<file path="src/huff_params.svh">
// widths of tokens, coefficients, codes and lengths
// input FIFO depth and Huffman table address width
// fixed in-table addresses of the ZRL and EOB codes
`ifndef HUFF_PARAMS_SVH
`define HUFF_PARAMS_SVH

`define HUFF_FIFO_AW  4      // 16-deep token FIFO
`define HUFF_TOKEN_W  16     // run-length prepared token
`define HUFF_VAL_W    12     // signed coefficient
`define HUFF_CODE_W   16     // right-aligned code bits
`define HUFF_LEN_W    4      // 0 stands for 16
`define HUFF_TAB_AW   9      // color bit + 8-bit symbol

`define HUFF_ZRL_ADDR 8'hf0  // sixteen zeros
`define HUFF_EOB_ADDR 8'h00  // end of block
`define HUFF_DC_COL   4'hf   // DC codes live in the spare AC column

`endif

</file>
<file path="src/huff_pkg.sv">
// shared types of the Huffman encoder
// vector typedefs for tokens, values, codes and table addresses
// table entry, table write and output word structs
// token kind enum
`include "huff_params.svh"

package huff_pkg;

    typedef logic [`HUFF_TOKEN_W-1:0]       token_t;     // raw FIFO token
    typedef logic signed [`HUFF_VAL_W-1:0]  coef_val_t;  // DC/AC value
    typedef logic [3:0]                     vl_cat_t;    // magnitude category
    typedef logic [3:0]                     run_t;       // zeros before an AC
    typedef logic [`HUFF_CODE_W-1:0]        hcode_t;     // code, right-aligned
    typedef logic [`HUFF_LEN_W-1:0]         hlen_t;      // 0 means 16 bits
    typedef logic [`HUFF_TAB_AW-1:0]        htab_addr_t; // {color, symbol}

    typedef struct packed {
        hlen_t  hlen;   // code length
        hcode_t hcode;  // code bits
    } htab_entry_t;

    typedef struct packed {
        logic        we;     // one-cycle write strobe
        htab_addr_t  addr;
        htab_entry_t entry;
    } table_wr_t;

    typedef struct packed {
        hcode_t bits;   // bits to send
        hlen_t  len;    // how many of them
    } out_word_t;

    // TOK_RLL also tags a ZRL slot inside the step pipeline
    typedef enum logic [1:0] {
        TOK_DC,
        TOK_AC,
        TOK_RLL,
        TOK_EOB
    } tok_kind_e;

endpackage

</file>
<file path="src/huff_sequencer.sv">
// token decoder and step pipeline of the encoder
// ZRL counter, run and color registers
// table address from category, run and color
// output source selects, last-block and flush control
`include "huff_params.svh"

module huff_sequencer import huff_pkg::*; (
    input  logic       xclk2x_i,
    input  logic       reset_i,
    input  logic       rdy_i,        // receiver ready, freezes everything when low
    input  token_t     fifo_tok_i,
    input  logic       fifo_dav_i,
    output logic       fifo_rd_o,
    output logic       vl_start_o,
    output coef_val_t  vl_val_o,
    input  vl_cat_t    vl_cat_i,     // valid at steps[1]
    output htab_addr_t taddr_o,
    output logic       sel_code_o,   // table entry next stage
    output logic       sel_bits_o,   // magnitude bits next stage
    output logic       last_block_o,
    output logic       flush_o
);
    tok_kind_e  head_kind;
    logic       head_last_block;
    logic       head_last_word;
    logic [1:0] head_zrl;
    logic [3:0] steps;           // slot position, [3] only for bits words
    logic [1:0] zrl_cnt;         // ZRL codes still to issue
    run_t       run;
    logic       color;           // color of last DC
    logic       single0;
    logic       zrl_issue;
    logic       pop;
    logic       issue;
    logic       idle;
    logic       fire;
    logic       ready_to_flush;  // last word of last block popped
    tok_kind_e  kind0;
    tok_kind_e  kind1;
    run_t       run0;
    run_t       run1;
    logic       color0;
    logic       color1;
    coef_val_t  sval;
    logic       has_bits2;
    logic [7:0] sym;

    always_comb begin
        if (fifo_tok_i[15]) head_kind = fifo_tok_i[14] ? TOK_DC : TOK_AC;
        else                head_kind = fifo_tok_i[12] ? TOK_EOB : TOK_RLL;
    end
    assign head_last_block = fifo_tok_i[15] && fifo_tok_i[14] && fifo_tok_i[12];
    assign head_last_word  = !fifo_tok_i[14] && fifo_tok_i[12]; // AC or EOB with last flag
    assign head_zrl        = fifo_tok_i[5:4];

    // DC/AC slots give two words, so the next slot waits a cycle
    assign single0   = steps[0] && (kind0 == TOK_RLL || kind0 == TOK_EOB);
    assign zrl_issue = (zrl_cnt != 2'b00);
    assign pop       = rdy_i && fifo_dav_i && !zrl_issue && (!steps[0] || single0);
    assign issue     = zrl_issue || (pop && (head_kind != TOK_RLL || head_zrl != 2'b00));
    assign fifo_rd_o = pop;

    assign vl_start_o = steps[0] && (kind0 == TOK_DC || kind0 == TOK_AC);
    assign vl_val_o   = sval;
    assign sel_code_o = steps[1];              // every slot has a code
    assign sel_bits_o = steps[2] && has_bits2;

    always_comb begin
        case (kind1)
            TOK_DC:  sym = {vl_cat_i, `HUFF_DC_COL};
            TOK_AC:  sym = {run1, vl_cat_i};
            TOK_RLL: sym = `HUFF_ZRL_ADDR;
            default: sym = `HUFF_EOB_ADDR;
        endcase
    end
    assign taddr_o = {color1, sym};

    assign idle = (steps == 4'b0000) && !zrl_issue;
    assign fire = ready_to_flush && idle;  // last word leaves the output register

    always_ff @(posedge xclk2x_i) begin
        if (reset_i) begin
            steps          <= '0;
            zrl_cnt        <= '0;
            run            <= '0;
            color          <= 1'b0;
            last_block_o   <= 1'b0;
            ready_to_flush <= 1'b0;
            flush_o        <= 1'b0;
        end else if (rdy_i) begin
            steps <= {sel_bits_o, steps[1:0], issue};
            if (zrl_issue) zrl_cnt <= zrl_cnt - 1'b1;
            else if (pop && head_kind == TOK_RLL && head_zrl != 2'b00) zrl_cnt <= head_zrl - 1'b1;
            if (pop && head_kind == TOK_RLL) run <= fifo_tok_i[3:0];
            else if (pop)                    run <= '0;  // consumed by AC
            if (pop && head_kind == TOK_DC) color <= fifo_tok_i[13];
            flush_o <= fire;
            if (fire) begin
                last_block_o   <= 1'b0;
                ready_to_flush <= 1'b0;
            end else begin
                if (pop && head_last_block) last_block_o <= 1'b1;
                if (pop && last_block_o && head_last_word) ready_to_flush <= 1'b1;
            end
        end
    end

    // slot payload travels with steps
    always_ff @(posedge xclk2x_i) begin
        if (rdy_i) begin
            if (issue) begin
                kind0  <= zrl_issue ? TOK_RLL : head_kind;
                run0   <= run;
                color0 <= (pop && head_kind == TOK_DC) ? fifo_tok_i[13] : color;
            end
            if (pop) sval <= coef_val_t'(fifo_tok_i[11:0]);
            kind1     <= kind0;
            run1      <= run0;
            color1    <= color0;
            has_bits2 <= (kind1 == TOK_DC || kind1 == TOK_AC) && (vl_cat_i != 4'h0);
        end
    end

endmodule

</file>
<file path="config.mk">
export PLATFORM = sky130hd
export DESIGN_NAME = huff_sequencer
export DESIGN_NICKNAME = d
export VERILOG_FILES = /design/src/huff_pkg.sv /design/src/huff_sequencer.sv
export VERILOG_INCLUDE_DIRS = /design/src
export SDC_FILE = /design/constraint.sdc
export NUM_CORES = 1
export LEC_CHECK = 0
export BUFFER_PORTS_ARGS = -buffer_cell sky130_fd_sc_hd__buf_2
export CAP_MARGIN = 20
export CORE_MARGIN = 3
export CORE_UTILIZATION = 25
export CTS_CLUSTER_SIZE = 8
export DETAILED_ROUTE_END_ITERATION = 7
export PLACE_DENSITY_LB_ADDON = 0.12
export RECOVER_POWER = 25
export SLEW_MARGIN = 40
export SYNTH_ARGS = -nofsm -noshare
export SYNTH_HDL_FRONTEND = slang
export SYNTH_SLANG_ARGS = --single-unit
</file>
<file path="constraint.sdc">
create_clock -name xclk2x_i -period 4.5 [get_ports xclk2x_i]
set_input_delay 0.9 -clock xclk2x_i [delete_from_list [all_inputs] [get_ports xclk2x_i]]
set_output_delay 0.9 -clock xclk2x_i [all_outputs]
set_load 0.05 [all_outputs]
</file>
==> Flow_metrics.wiki, run 1 <==
{| class="wikitable"
! Metric !! Value
|-
| Setup repair bufs after CTS || 0
|-
| RSZ-0062 raised after global routing || no
|-
| Critical path launch point type || input port
|-
| Initial antenna violation count || 0
|-
| Starting DRT DRC Count || 47
|-
| Clock slew at reported path FFs || 0.08 ns
|-
| Buffers added on ports || 50
|-
| Clock tree root driver cell || clkbuf_8
|-
| Result of the run || finished, final reports clean
|-
| Layout overhead on the synthesized area || 24.93%
|-
| Commonest cells after routing, fill and taps aside || buf_2, edfxtp_1, dfxtp_1
|-
| Hold Worst Slack || 0.4220 ns
|-
| Final hold violation count || 0
|-
| Primary FF master, synth || edfxtp_1
|-
| Number of flops mapped to enable cells by yosys || 27
|-
| Final number of max-transition violations || 0
|-
| Count of nets after finishing || 213
|-
| Reg area || 1091 um2
|-
| Synthesized area divided by synthesized cell count || 12.01 um2
|-
| Buffering stage count on the worst path with inverters included || 2
|-
| Clock net sink count || 41
|-
| Die area || 7747 um2
|-
| Number of cells in the finished layout apart from fillers || 267
|-
| Wire length of the first global-routing pass || 5.809 mm
|-
| Area taken by multi-input logic gates || 508.0 um2
|-
| Routability congestion estimate from global placement || 0.7843
|-
| Chip Height || 88.02 um
|-
| Row count || 29
|-
| Async set-or-reset flop fraction in the synthesized netlist || 0
|-
| Clock latency of the later-clocked register in the worst-skew pair || 0.29 ns
|-
| CTS Buf Count || 5
|-
| Routed Antenna Nets || 0
|-
| Width of the die || 88.02 um
|-
| Placed Cells || 259
|-
| Final WL || 3.633 mm
|-
| Deepest clock path buffer count || 2
|-
| Max-capacitance violation count || 0
|-
| Final-layout fill cell count || 662
|-
| Placeable core region || 6422 um2
|-
| Arr. time, crit path || 2.33 ns
|-
| H-tree levels || 2
|-
| Number of synthesized register bits || 41
|-
| CTS tree || yes
|-
| Minimum setup slack in the final design || 1.274 ns
|-
| Setup-failing EPs final || 0
|-
| Starting utilization of the core area || 0.2618
|-
| Cell taking the most area after synthesis || edfxtp_1
|-
| CP dominant cell by count || buf_2
|-
| Via count of the first global-routing pass || 1,223
|-
| Worst setup endpoint || fifo_rd_o
|-
| Setup crit end kind || primary output
|-
| PwrDens || 393.3 nW/um2
|-
| Internal reg-to-reg setup slack || 2.45 ns
|-
| Global routing usage summed across all routing layers || 0.1004
|-
| Worst setup path startpoint || rdy_i
|-
| Sequential area share after synthesis || 0.6488
|-
| Gate Count Post-Synth || 140
|-
| Antenna Diode Count || 0
|-
| DP HPWL || 2.727 mm
|-
| Proportion of layout cells with a drive suffix above 1 || 0.3158
|-
| Worst Max-Slew Pin Slew || 0.5737 ns
|-
| Maximum clock frequency || 310.0 MHz
|-
| Remaining global-route overflow || 0
|-
| Type of the worst setup path || input port to primary output
|-
| Max transition margin || 0.6161
|-
| Final clock period utilization by the worst path || 0.7169
|-
| Cell area after technology mapping || 1682 um2
|-
| Largest fanout of any net on the critical path || 20
|-
| Syn Nets || 164
|-
| Depth of the most critical reg-to-reg path || 4
|-
| Area share of the largest cell type after synthesis || 0.4821
|-
| DR vias || 1,252
|-
| # IOs || 51
|-
| Required time of the critical path || 3.60 ns
|-
| Launch point of the worst reg-to-reg path || kind0[1]
|-
| YS warnings || 0
|-
| Capture instance of the worst register-to-register path || run0[3]
|-
| Period minus WS final || 3.226 ns
|-
| Dominant delay contributor by cell family on the critical path || simple AND/OR/NAND/NOR gates
|-
| CP max-delay cell || or3b_1
|-
| Library cells used by synthesis || 35
|-
| Share of the core filled with cells || 0.3271
|-
| Most common library cell in the layout ignoring fill and taps || buf_2
|-
| Worst slack at placement || 1.269 ns
|-
| Pin count of the biggest net entering global routing || 21
|-
| Post-cts resize count || 0
|-
| Worst hold path class || flip-flop to flip-flop
|-
| Worst path cell trace || buf_2 > or3b_1 > nor3_1 > buf_2
|-
| Via/cell ratio || 4.689
|-
| VDD IR max || 116.6 uV
|-
| Drt pass-1 iters || 4
|-
| Wire per inst || 13.61 um
|-
| Total negative slack || 0 ns
|-
| Main area contributors after synthesis || edfxtp_1, dfxtp_1, a21oi_1
|-
| Drt drc || 0
|-
| Critical path's largest stage delay || 0.55 ns
|-
| Setup clock skew after layout || 0.004332 ns
|-
| Static power due to leakage || 0.8560 nW
|-
| Number of hold-repair buffers added at the cts stage || 0
|-
| Logic depth of the worst setup path including buffers || 4
|}
## worst reg2reg max path: stages (launching register included)
cell and delay [ns]:
edfxtp_1 0.37, nand2b_1 0.29, inv_1 0.24, o31a_1 0.35
nor2_1 0.45
## cell usage after synthesis (2+ instances only)
cell type,instances
edfxtp_1,27
clkbuf_1,6
mux2i_1,5
nor3_1,3
o31ai_1,4
nand2_1,9
o21ai_0,5
o211a_1,2
inv_1,9
nor3b_1,6
nor2_1,10
nor4_1,3
dfxtp_1,14
a21oi_1,10
nand4_1,7
## cell families after synthesis
logic type | Yosys count | synth area share
simple gates | 49 | 0.1689
buf+inv | 19 | 0.04910
compound gates | 25 | 0.09450
mux | 6 | 0.03869
flops | 41 | 0.6488
## area by class of cell
| type | instances | area share |
|---|---|---|
| Sequential cell | 41 | 0.5194 |
| Clock inverter | 3 | 0.02204 |
| Inverter | 10 | 0.01787 |
| Multi-Input combinational cell | 80 | 0.2418 |
| Timing Repair Buffer | 51 | 0.1203 |
| Clock buffer | 5 | 0.03276 |
| Tap cell | 77 | 0.04586 |
## through the flow
stage / total power [mW] / cell area (um2)
finish: 0.8263 / 2101
global route: 0.8682 / 2101
CTS: 0.8387 / 2106
detailed placement: 0.5368 / 1991
global placement: 0.5356 / 1991
floorplan: 0.5046 / 1682
## power by group
part	switching (mW)	total (mW)	internal, mW	leakage, nW
combinational	0.0775	0.104	0.0264	0.430
sequential	0.00628	0.423	0.417	0.371
clock	0.134	0.300	0.166	0.0543
total	0.217	0.826	0.609	0.856
## flip-flops by register name, indices dropped and copies added (netlist names)
name and flops:
color 1, color0 1, color1 1, flush_o 1, has_bits2 1, kind0 2, kind1 2, last_block_o 1
ready_to_flush 1, run 4, run0 4, run1 4, steps 4, vl_val_o 12, zrl_cnt 2
## routing by layer
| layer | track usage | share of wire | wire, um |
|---|---|---|---|
| met3 | 0.04421 | 0.072 | 262 |
| met1 | 0.1138 | 0.44 | 1581 |
| met4 | 0.03984 | 0.018 | 65 |
| met5 | 0 | 0 | 0 |
| met2 | 0.1664 | 0.47 | 1723 |
## worst min-delay path by stage
stage,from,end,cells past startpoint
after floorplan,color0,color1,0
after global placement,run0[2],run1[2],0
after detailed placement,kind0[0],kind1[0],0
after CTS,run0[3],run1[3],0
after global routing,kind0[0],kind1[0],0
final,run0[3],run1[3],0
Note: power is estimated with default switching activity, not from simulation.
==> inputs of run 2 (changes only) <==
--- a/config.mk
+++ b/config.mk
@@ -6,6 +6,7 @@
 export SDC_FILE = /design/constraint.sdc
 export NUM_CORES = 1
 export LEC_CHECK = 0
+export ABC_AREA = 1
 export BUFFER_PORTS_ARGS = -buffer_cell sky130_fd_sc_hd__buf_2
 export CAP_MARGIN = 20
 export CORE_MARGIN = 3
==> constraint.sdc (replaced) <==
create_clock -name xclk2x_i -period 3.15 [get_ports xclk2x_i]
set_input_delay 0.63 -clock xclk2x_i [delete_from_list [all_inputs] [get_ports xclk2x_i]]
set_output_delay 0.63 -clock xclk2x_i [all_outputs]
set_load 0.05 [all_outputs]
==> run 2 against run 1 <==
  * Die area shrank 5.0%
  * Hold slack gained 0.0014 ns
  * Non-clock buffer count is the same
  * Via count shrank 5.4%
  * Routed wire length shrank 9.2%
  * Design area shrank 4.7%
  * Count of clock-buffer cells in the layout is the same
  * Synthesized cell count grew 3.6%
  * Critical path type is now flip-flop to primary output
==> Flow_metrics.wiki, run 2 <==
{| class="wikitable"
! Metric !! Value
|-
| Max transition margin || 0.6808
|-
| Placed Cells || 268
|-
| Number of hold-repair buffers added at the cts stage || 0
|-
| Arr. time, crit path || 1.51 ns
|-
| Required time of the critical path || 2.52 ns
|-
| Count of nets after finishing || 224
|-
| Number of flops mapped to enable cells by yosys || 27
|-
| Primary FF master, synth || edfxtp_1
|-
| Clock net sink count || 41
|-
| Final-layout fill cell count || 637
|-
| Cell area after technology mapping || 1592 um2
|-
| Sequential area share after synthesis || 0.6855
|-
| Via count of the first global-routing pass || 1,214
|-
| Total negative slack || 0 ns
|-
| Capture instance of the worst register-to-register path || color0
|-
| Async set-or-reset flop fraction in the synthesized netlist || 0
|-
| Remaining global-route overflow || 0
|-
| Launch point of the worst reg-to-reg path || kind0[1]
|-
| Met3 routed WL || 281 um
|-
| Layout overhead on the synthesized area || 25.79%
|-
| Routed Antenna Nets || 0
|-
| Most common library cell in the layout ignoring fill and taps || buf_2
|-
| Library cells used by synthesis || 21
|-
| Critical path launch point type || flip-flop
|-
| VDD IR max || 274.0 uV
|-
| Placeable core region || 6026 um2
|-
| Max-capacitance violation count || 0
|-
| Period minus WS final || 2.138 ns
|-
| Final number of max-transition violations || 0
|-
| Static power due to leakage || 0.8633 nW
|-
| YS warnings || 0
|-
| DP HPWL || 2.495 mm
|-
| Worst hold path class || flip-flop to flip-flop
|-
| Via/cell ratio || 4.293
|-
| Worst Max-Slew Pin Slew || 0.4776 ns
|-
| Final clock period utilization by the worst path || 0.6789
|-
| Number of cells in the finished layout apart from fillers || 276
|-
| Antenna Diode Count || 0
|-
| Cell taking the most area after synthesis || edfxtp_1
|-
| PwrDens || 540.7 nW/um2
|-
| Worst path cell trace || inv_1 > a21oi_1 > a31oi_1 > buf_2
|-
| Area share of the largest cell type after synthesis || 0.5094
|-
| RSZ-0062 raised after global routing || no
|-
| Minimum setup slack in the final design || 1.012 ns
|-
| CTS tree || yes
|-
| Count of cells along the worst hold path || 0
|-
| Proportion of layout cells with a drive suffix above 1 || 0.2985
|-
| Setup crit end kind || primary output
|-
| Type of the worst setup path || flip-flop to primary output
|-
| Internal reg-to-reg setup slack || 1.46 ns
|-
| Gate Count Post-Synth || 145
|-
| Top post-synthesis cells by count || edfxtp_1, nand2_1, inv_1
|-
| Wire length of the first global-routing pass || 5.375 mm
|-
| H-tree levels || 2
|-
| Syn Nets || 169
|-
| Routability congestion estimate from global placement || 0.8621
|-
| Flip-flop count of the largest register, all copies and words added || 12
|-
| Starting utilization of the core area || 0.2641
|-
| Result of the run || finished, final reports clean
|-
| CP max-delay cell || edfxtp_1
|-
| Row count || 28
|-
| Number of synthesized register bits || 41
|-
| Deepest clock path buffer count || 2
|-
| Main area contributors after synthesis || edfxtp_1, dfxtp_1, a21oi_1
|-
| Top Layer Used || met4
|-
| Met2 wirelength from detailed routing || 1.519 mm
|-
| Global routing usage summed across all routing layers || 0.09528
|-
| Met1 wire length || 1.469 mm
|-
| Wire per inst || 11.96 um
|-
| Clock latency of the later-clocked register in the worst-skew pair || 0.29 ns
|-
| Leading cell type by number of instances after synthesis || edfxtp_1
|-
| Critical path's largest stage delay || 0.47 ns
|-
| Setup clock skew after layout || 0.006038 ns
|-
| Largest fanout of any net on the critical path || 8
|-
| Clock tree root driver cell || clkbuf_8
|-
| Maximum clock frequency || 467.6 MHz
|-
| Synthesized area divided by synthesized cell count || 10.98 um2
|-
| Post-cts resize count || 0
|-
| Chip Height || 85.79 um
|-
| Hold Worst Slack || 0.4234 ns
|-
| Die area || 7359 um2
|-
| Buffers added on ports || 50
|-
| CTS Buf Count || 5
|-
| Width of the die || 85.79 um
|-
| Drt pass-1 iters || 4
|-
| Clock slew at reported path FFs || 0.08 ns
|-
| Worst min-delay path endpoint || run1[1]
|-
| Drt drc || 0
|-
| Startpoint of the worst hold path || run0[1]
|-
| Worst slack at placement || 1.172 ns
|-
| Setup repair bufs after CTS || 0
|-
| Share of the core filled with cells || 0.3322
|-
| Commonest cells after routing, fill and taps aside || buf_2, edfxtp_1, nand2_1
|-
| # IOs || 51
|-
| Initial antenna violation count || 0
|-
| DR vias || 1,185
|-
| Final hold violation count || 0
|-
| Final WL || 3.300 mm
|-
| Pin count of the biggest net entering global routing || 19
|-
| Depth of the most critical reg-to-reg path || 7
|-
| Setup-failing EPs final || 0
|-
| Starting DRT DRC Count || 28
|}
==> run 2: cell count changes after synthesis, sizes merged, moves of 5 or more <==
cell	before	now
a21oi	10	20
nor3b	6	0
inv	9	22
mux2i	5	0
nand2	9	26
nand4	7	2
clkbuf	6	0
==> run 2: per-stage QoR <==
stage	power (mW)	instance area, um2
6_report	1.082	2002
5_1_grt	1.130	2002
4_1_cts	1.099	2009
3_5_place_dp	0.7600	1923
3_3_place_gp	0.7578	1923
2_1_floorplan	0.7141	1592
==> run 2: per-layer routing <==
layer / up-vias / track usage
li1: 600 / -
met1: 542 / 0.1031
met2: 41 / 0.1631
met3: 2 / 0.04419
met4: 0 / 0.03453
met5: - / 0
==> run 2: worst max path at each step <==
stage | slack [ns] | cells past startpoint | endpoint | from
2_1_floorplan | 1.02 | 2 | taddr_o[5] | vl_cat_i[1]
3_3_place_gp | 1.21 | 6 | color0 | rdy_i
3_5_place_dp | 1.17 | 6 | color0 | rdy_i
4_1_cts | 1.02 | 4 | taddr_o[7] | kind1[1]
5_1_grt | 0.94 | 4 | taddr_o[7] | kind1[1]
6_report | 1.01 | 4 | taddr_o[7] | kind1[1]
==> run 2: report_power, final <==
part           internal [mW]  switching, mW  total (mW)
clock network          0.153          0.184       0.337
logic                 0.0342          0.109       0.143
registers              0.594        0.00781       0.602
==> run 2: logic make-up after synthesis <==
logic type / share of synthesized area
buf+inv: 0.06604
flops: 0.6855
compound gates: 0.1030
simple gates: 0.1454
==> run 2: layout make-up <==
| class | count | area, um2 | area share |
|---|---|---|---|
| inverters | 22 | 85.08 | 0.04250 |
| well taps | 75 | 93.84 | 0.04688 |
| flip-flops and latches | 41 | 1091 | 0.5450 |
| clock inverters | 3 | 17.52 | 0.008750 |
| clock buffers | 5 | 68.82 | 0.03438 |
| multi-input cells | 79 | 395.4 | 0.1975 |
| repair buffers | 51 | 250.2 | 0.1250 |
==> run 2: worst max-delay path: cells and delay by family, from the launching register on <==
kind	cells	cell delay, ns
flops	1	0.47
compound gates	2	0.25
buf+inv	2	0.50
==> inputs of run 3 (changes only) <==
==> constraint.sdc (replaced) <==
create_clock -name xclk2x_i -period 1.9 [get_ports xclk2x_i]
set_input_delay 0.38 -clock xclk2x_i [delete_from_list [all_inputs] [get_ports xclk2x_i]]
set_output_delay 0.38 -clock xclk2x_i [all_outputs]
set_load 0.05 [all_outputs]
==> run 3 against run 2 <==
  * First-iteration DRC count is 43% lower
  * Global-route usage is 0.39 points lower
  * Critical path depth stayed put
  * Via count about the same
  * Non-clock buffer count grew 3
  * Total power up 76%
  * Sequential power up 66%
==> Flow_metrics.wiki, run 3 (same netlist as run 2, synthesis figures left out) <==
{| class="wikitable"
! Metric !! Value
|-
| Drt pass-1 iters || 4
|-
| Wire per inst || 11.68 um
|-
| Capture instance of the worst register-to-register path || kind0[1]
|-
| Via/cell ratio || 4.244
|-
| Remaining global-route overflow || 0
|-
| Via count of the first global-routing pass || 1,193
|-
| Pin count of the biggest net entering global routing || 13
|-
| Commonest cells after routing, fill and taps aside || buf_2, edfxtp_1, nand2_1
|-
| Minimum setup slack in the final design || 0.1067 ns
|-
| Routability congestion estimate from global placement || 0.8260
|-
| CTS Buf Count || 5
|-
| Starting DRT DRC Count || 16
|-
| H-tree levels || 2
|-
| Max transition margin || 0.7160
|-
| Clock net sink count || 41
|-
| Internal reg-to-reg setup slack || 0.52 ns
|-
| Placeable core region || 6026 um2
|-
| Share of the core filled with cells || 0.3399
|-
| Final clock period utilization by the worst path || 0.9438
|-
| Layout overhead on the synthesized area || 28.69%
|-
| Post-route cell area || 2048 um2
|-
| Worst hold path class || input port to flip-flop
|-
| Maximum clock frequency || 557.6 MHz
|-
| Part of the total power dissipated in the clock network || 0.350
|-
| Sw Ratio || 0.2481
|-
| Drt drc || 0
|-
| Deepest clock path buffer count || 2
|-
| Final number of max-transition violations || 0
|-
| Width of the die || 85.79 um
|-
| Dpl cell area || 1938 um2
|-
| Clock tree root driver cell || clkbuf_8
|-
| Starting utilization of the core area || 0.2641
|-
| Setup crit end kind || primary output
|-
| Type of the worst setup path || flip-flop to primary output
|-
| Combinational group share of total power || 0.127
|-
| Count of cells along the worst hold path || 1
|-
| Count of nets after finishing || 227
|-
| Worst slack at placement || 0.3360 ns
|-
| Sequential share of power || 0.523
|-
| Final-layout fill cell count || 634
|-
| Chip Height || 85.79 um
|-
| DP HPWL || 2.574 mm
|-
| Largest fanout of any net on the critical path || 8
|-
| Worst min-delay path endpoint || vl_val_o[10]
|-
| Static power due to leakage || 0.8887 nW
|-
| Required time of the critical path || 1.52 ns
|-
| Total negative slack || 0 ns
|-
| RSZ-0062 raised after global routing || no
|-
| Arr. time, crit path || 1.41 ns
|-
| Clock slew at reported path FFs || 0.08 ns
|-
| Setup-failing EPs final || 0
|-
| Die area || 7359 um2
|-
| Wire length of the first global-routing pass || 5.326 mm
|-
| Final hold violation count || 0
|-
| Max-capacitance violation count || 0
|-
| Worst Max-Slew Pin Slew || 0.4260 ns
|-
| Internal power of the cells || 1.435 mW
|-
| Period minus WS final || 1.793 ns
|-
| Routed Antenna Nets || 0
|-
| Critical path launch point type || flip-flop
|-
| Launch point of the worst reg-to-reg path || kind0[1]
|-
| Most common library cell in the layout ignoring fill and taps || buf_2
|-
| Setup clock skew after layout || 0.006880 ns
|-
| Depth of the most critical reg-to-reg path || 6
|-
| Proportion of layout cells with a drive suffix above 1 || 0.3137
|-
| Antenna Diode Count || 0
|-
| # IOs || 51
|-
| Number of hold-repair buffers added at the cts stage || 0
|-
| Result of the run || finished, final reports clean
|-
| VDD IR max || 616.7 uV
|-
| DR vias || 1,184
|-
| Startpoint of the worst hold path || fifo_tok_i[10]
|-
| Buffers added on ports || 50
|-
| CTS tree || yes
|-
| Global routing usage summed across all routing layers || 0.09142
|-
| Row count || 28
|-
| Clock latency of the later-clocked register in the worst-skew pair || 0.28 ns
|-
| Total power after layout || 1.909 mW
|-
| Final WL || 3.260 mm
|-
| Initial antenna violation count || 0
|-
| Flip-flop count of the largest register, all copies and words added || 12
|-
| PwrDens || 931.9 nW/um2
|-
| Sw power || 0.4736 mW
|}
[run 3: worst max path at each step]
stage	from	to	slack, ns	depth (start not counted)
finish	kind1[1]	taddr_o[4]	0.11	4
global route	kind1[1]	taddr_o[5]	0.02	4
CTS	kind1[1]	taddr_o[4]	0.02	4
detailed placement	kind1[1]	taddr_o[4]	0.34	4
global placement	fifo_tok_i[15]	run0[2]	0.39	7
floorplan	kind1[1]	taddr_o[4]	0.03	3
[run 3: layer usage]
| layer | routed length [um] | GRT usage | up-vias |
|---|---|---|---|
| li1 | - | - | 609 |
| met1 | 1446 | 0.1066 | 527 |
| met2 | 1481 | 0.1483 | 46 |
| met3 | 305 | 0.03939 | 2 |
| met4 | 26 | 0.03597 | 0 |
| met5 | 0 | 0 | - |
[run 3: metrics by stage]
stage | instances | hold slack [ns]
final | 279 | 0.2691
after global routing | 279 | 0.2494
after CTS | 278 | 0.2570
after detailed placement | 270 | 0.4045
after global placement | 270 | 0.4133
after floorplan | 145 | 0.4003
[run 3: area by class of cell]
type / instances / area, um2 / area share
clock inverter: 2 / 33.78 / 0.01649
multi-input combinational: 79 / 395.4 / 0.1930
sequential: 41 / 1091 / 0.5327
inverter: 22 / 85.08 / 0.04154
clock buffer: 6 / 72.57 / 0.03543
tap: 75 / 93.84 / 0.04582
timing repair buffer: 54 / 276.5 / 0.1350
[run 3: timing repair]
| item | 4_1_cts | 5_1_grt |
|---|---|---|
| buffers inserted | 0 | 1 |
| endpoints found under the setup margin | 0 | 4 |
| gates resized for setup | 0 | 3 |
[run 3: critical path: stages (launching register included)]
cell and delay, ns:
edfxtp_1 0.48, inv_2 0.15, a21oi_1 0.08, a31oi_1 0.13, buf_2 0.28
[run 3: power by group through the flow]
stage	combinational (mW)	sequential, mW	clock [mW]
2_1_floorplan	0.120	1.06	0
3_3_place_gp	0.242	1.02	0
3_5_place_dp	0.245	1.02	0
4_1_cts	0.245	0.999	0.688
5_1_grt	0.263	1.00	0.727
6_report	0.242	0.999	0.668
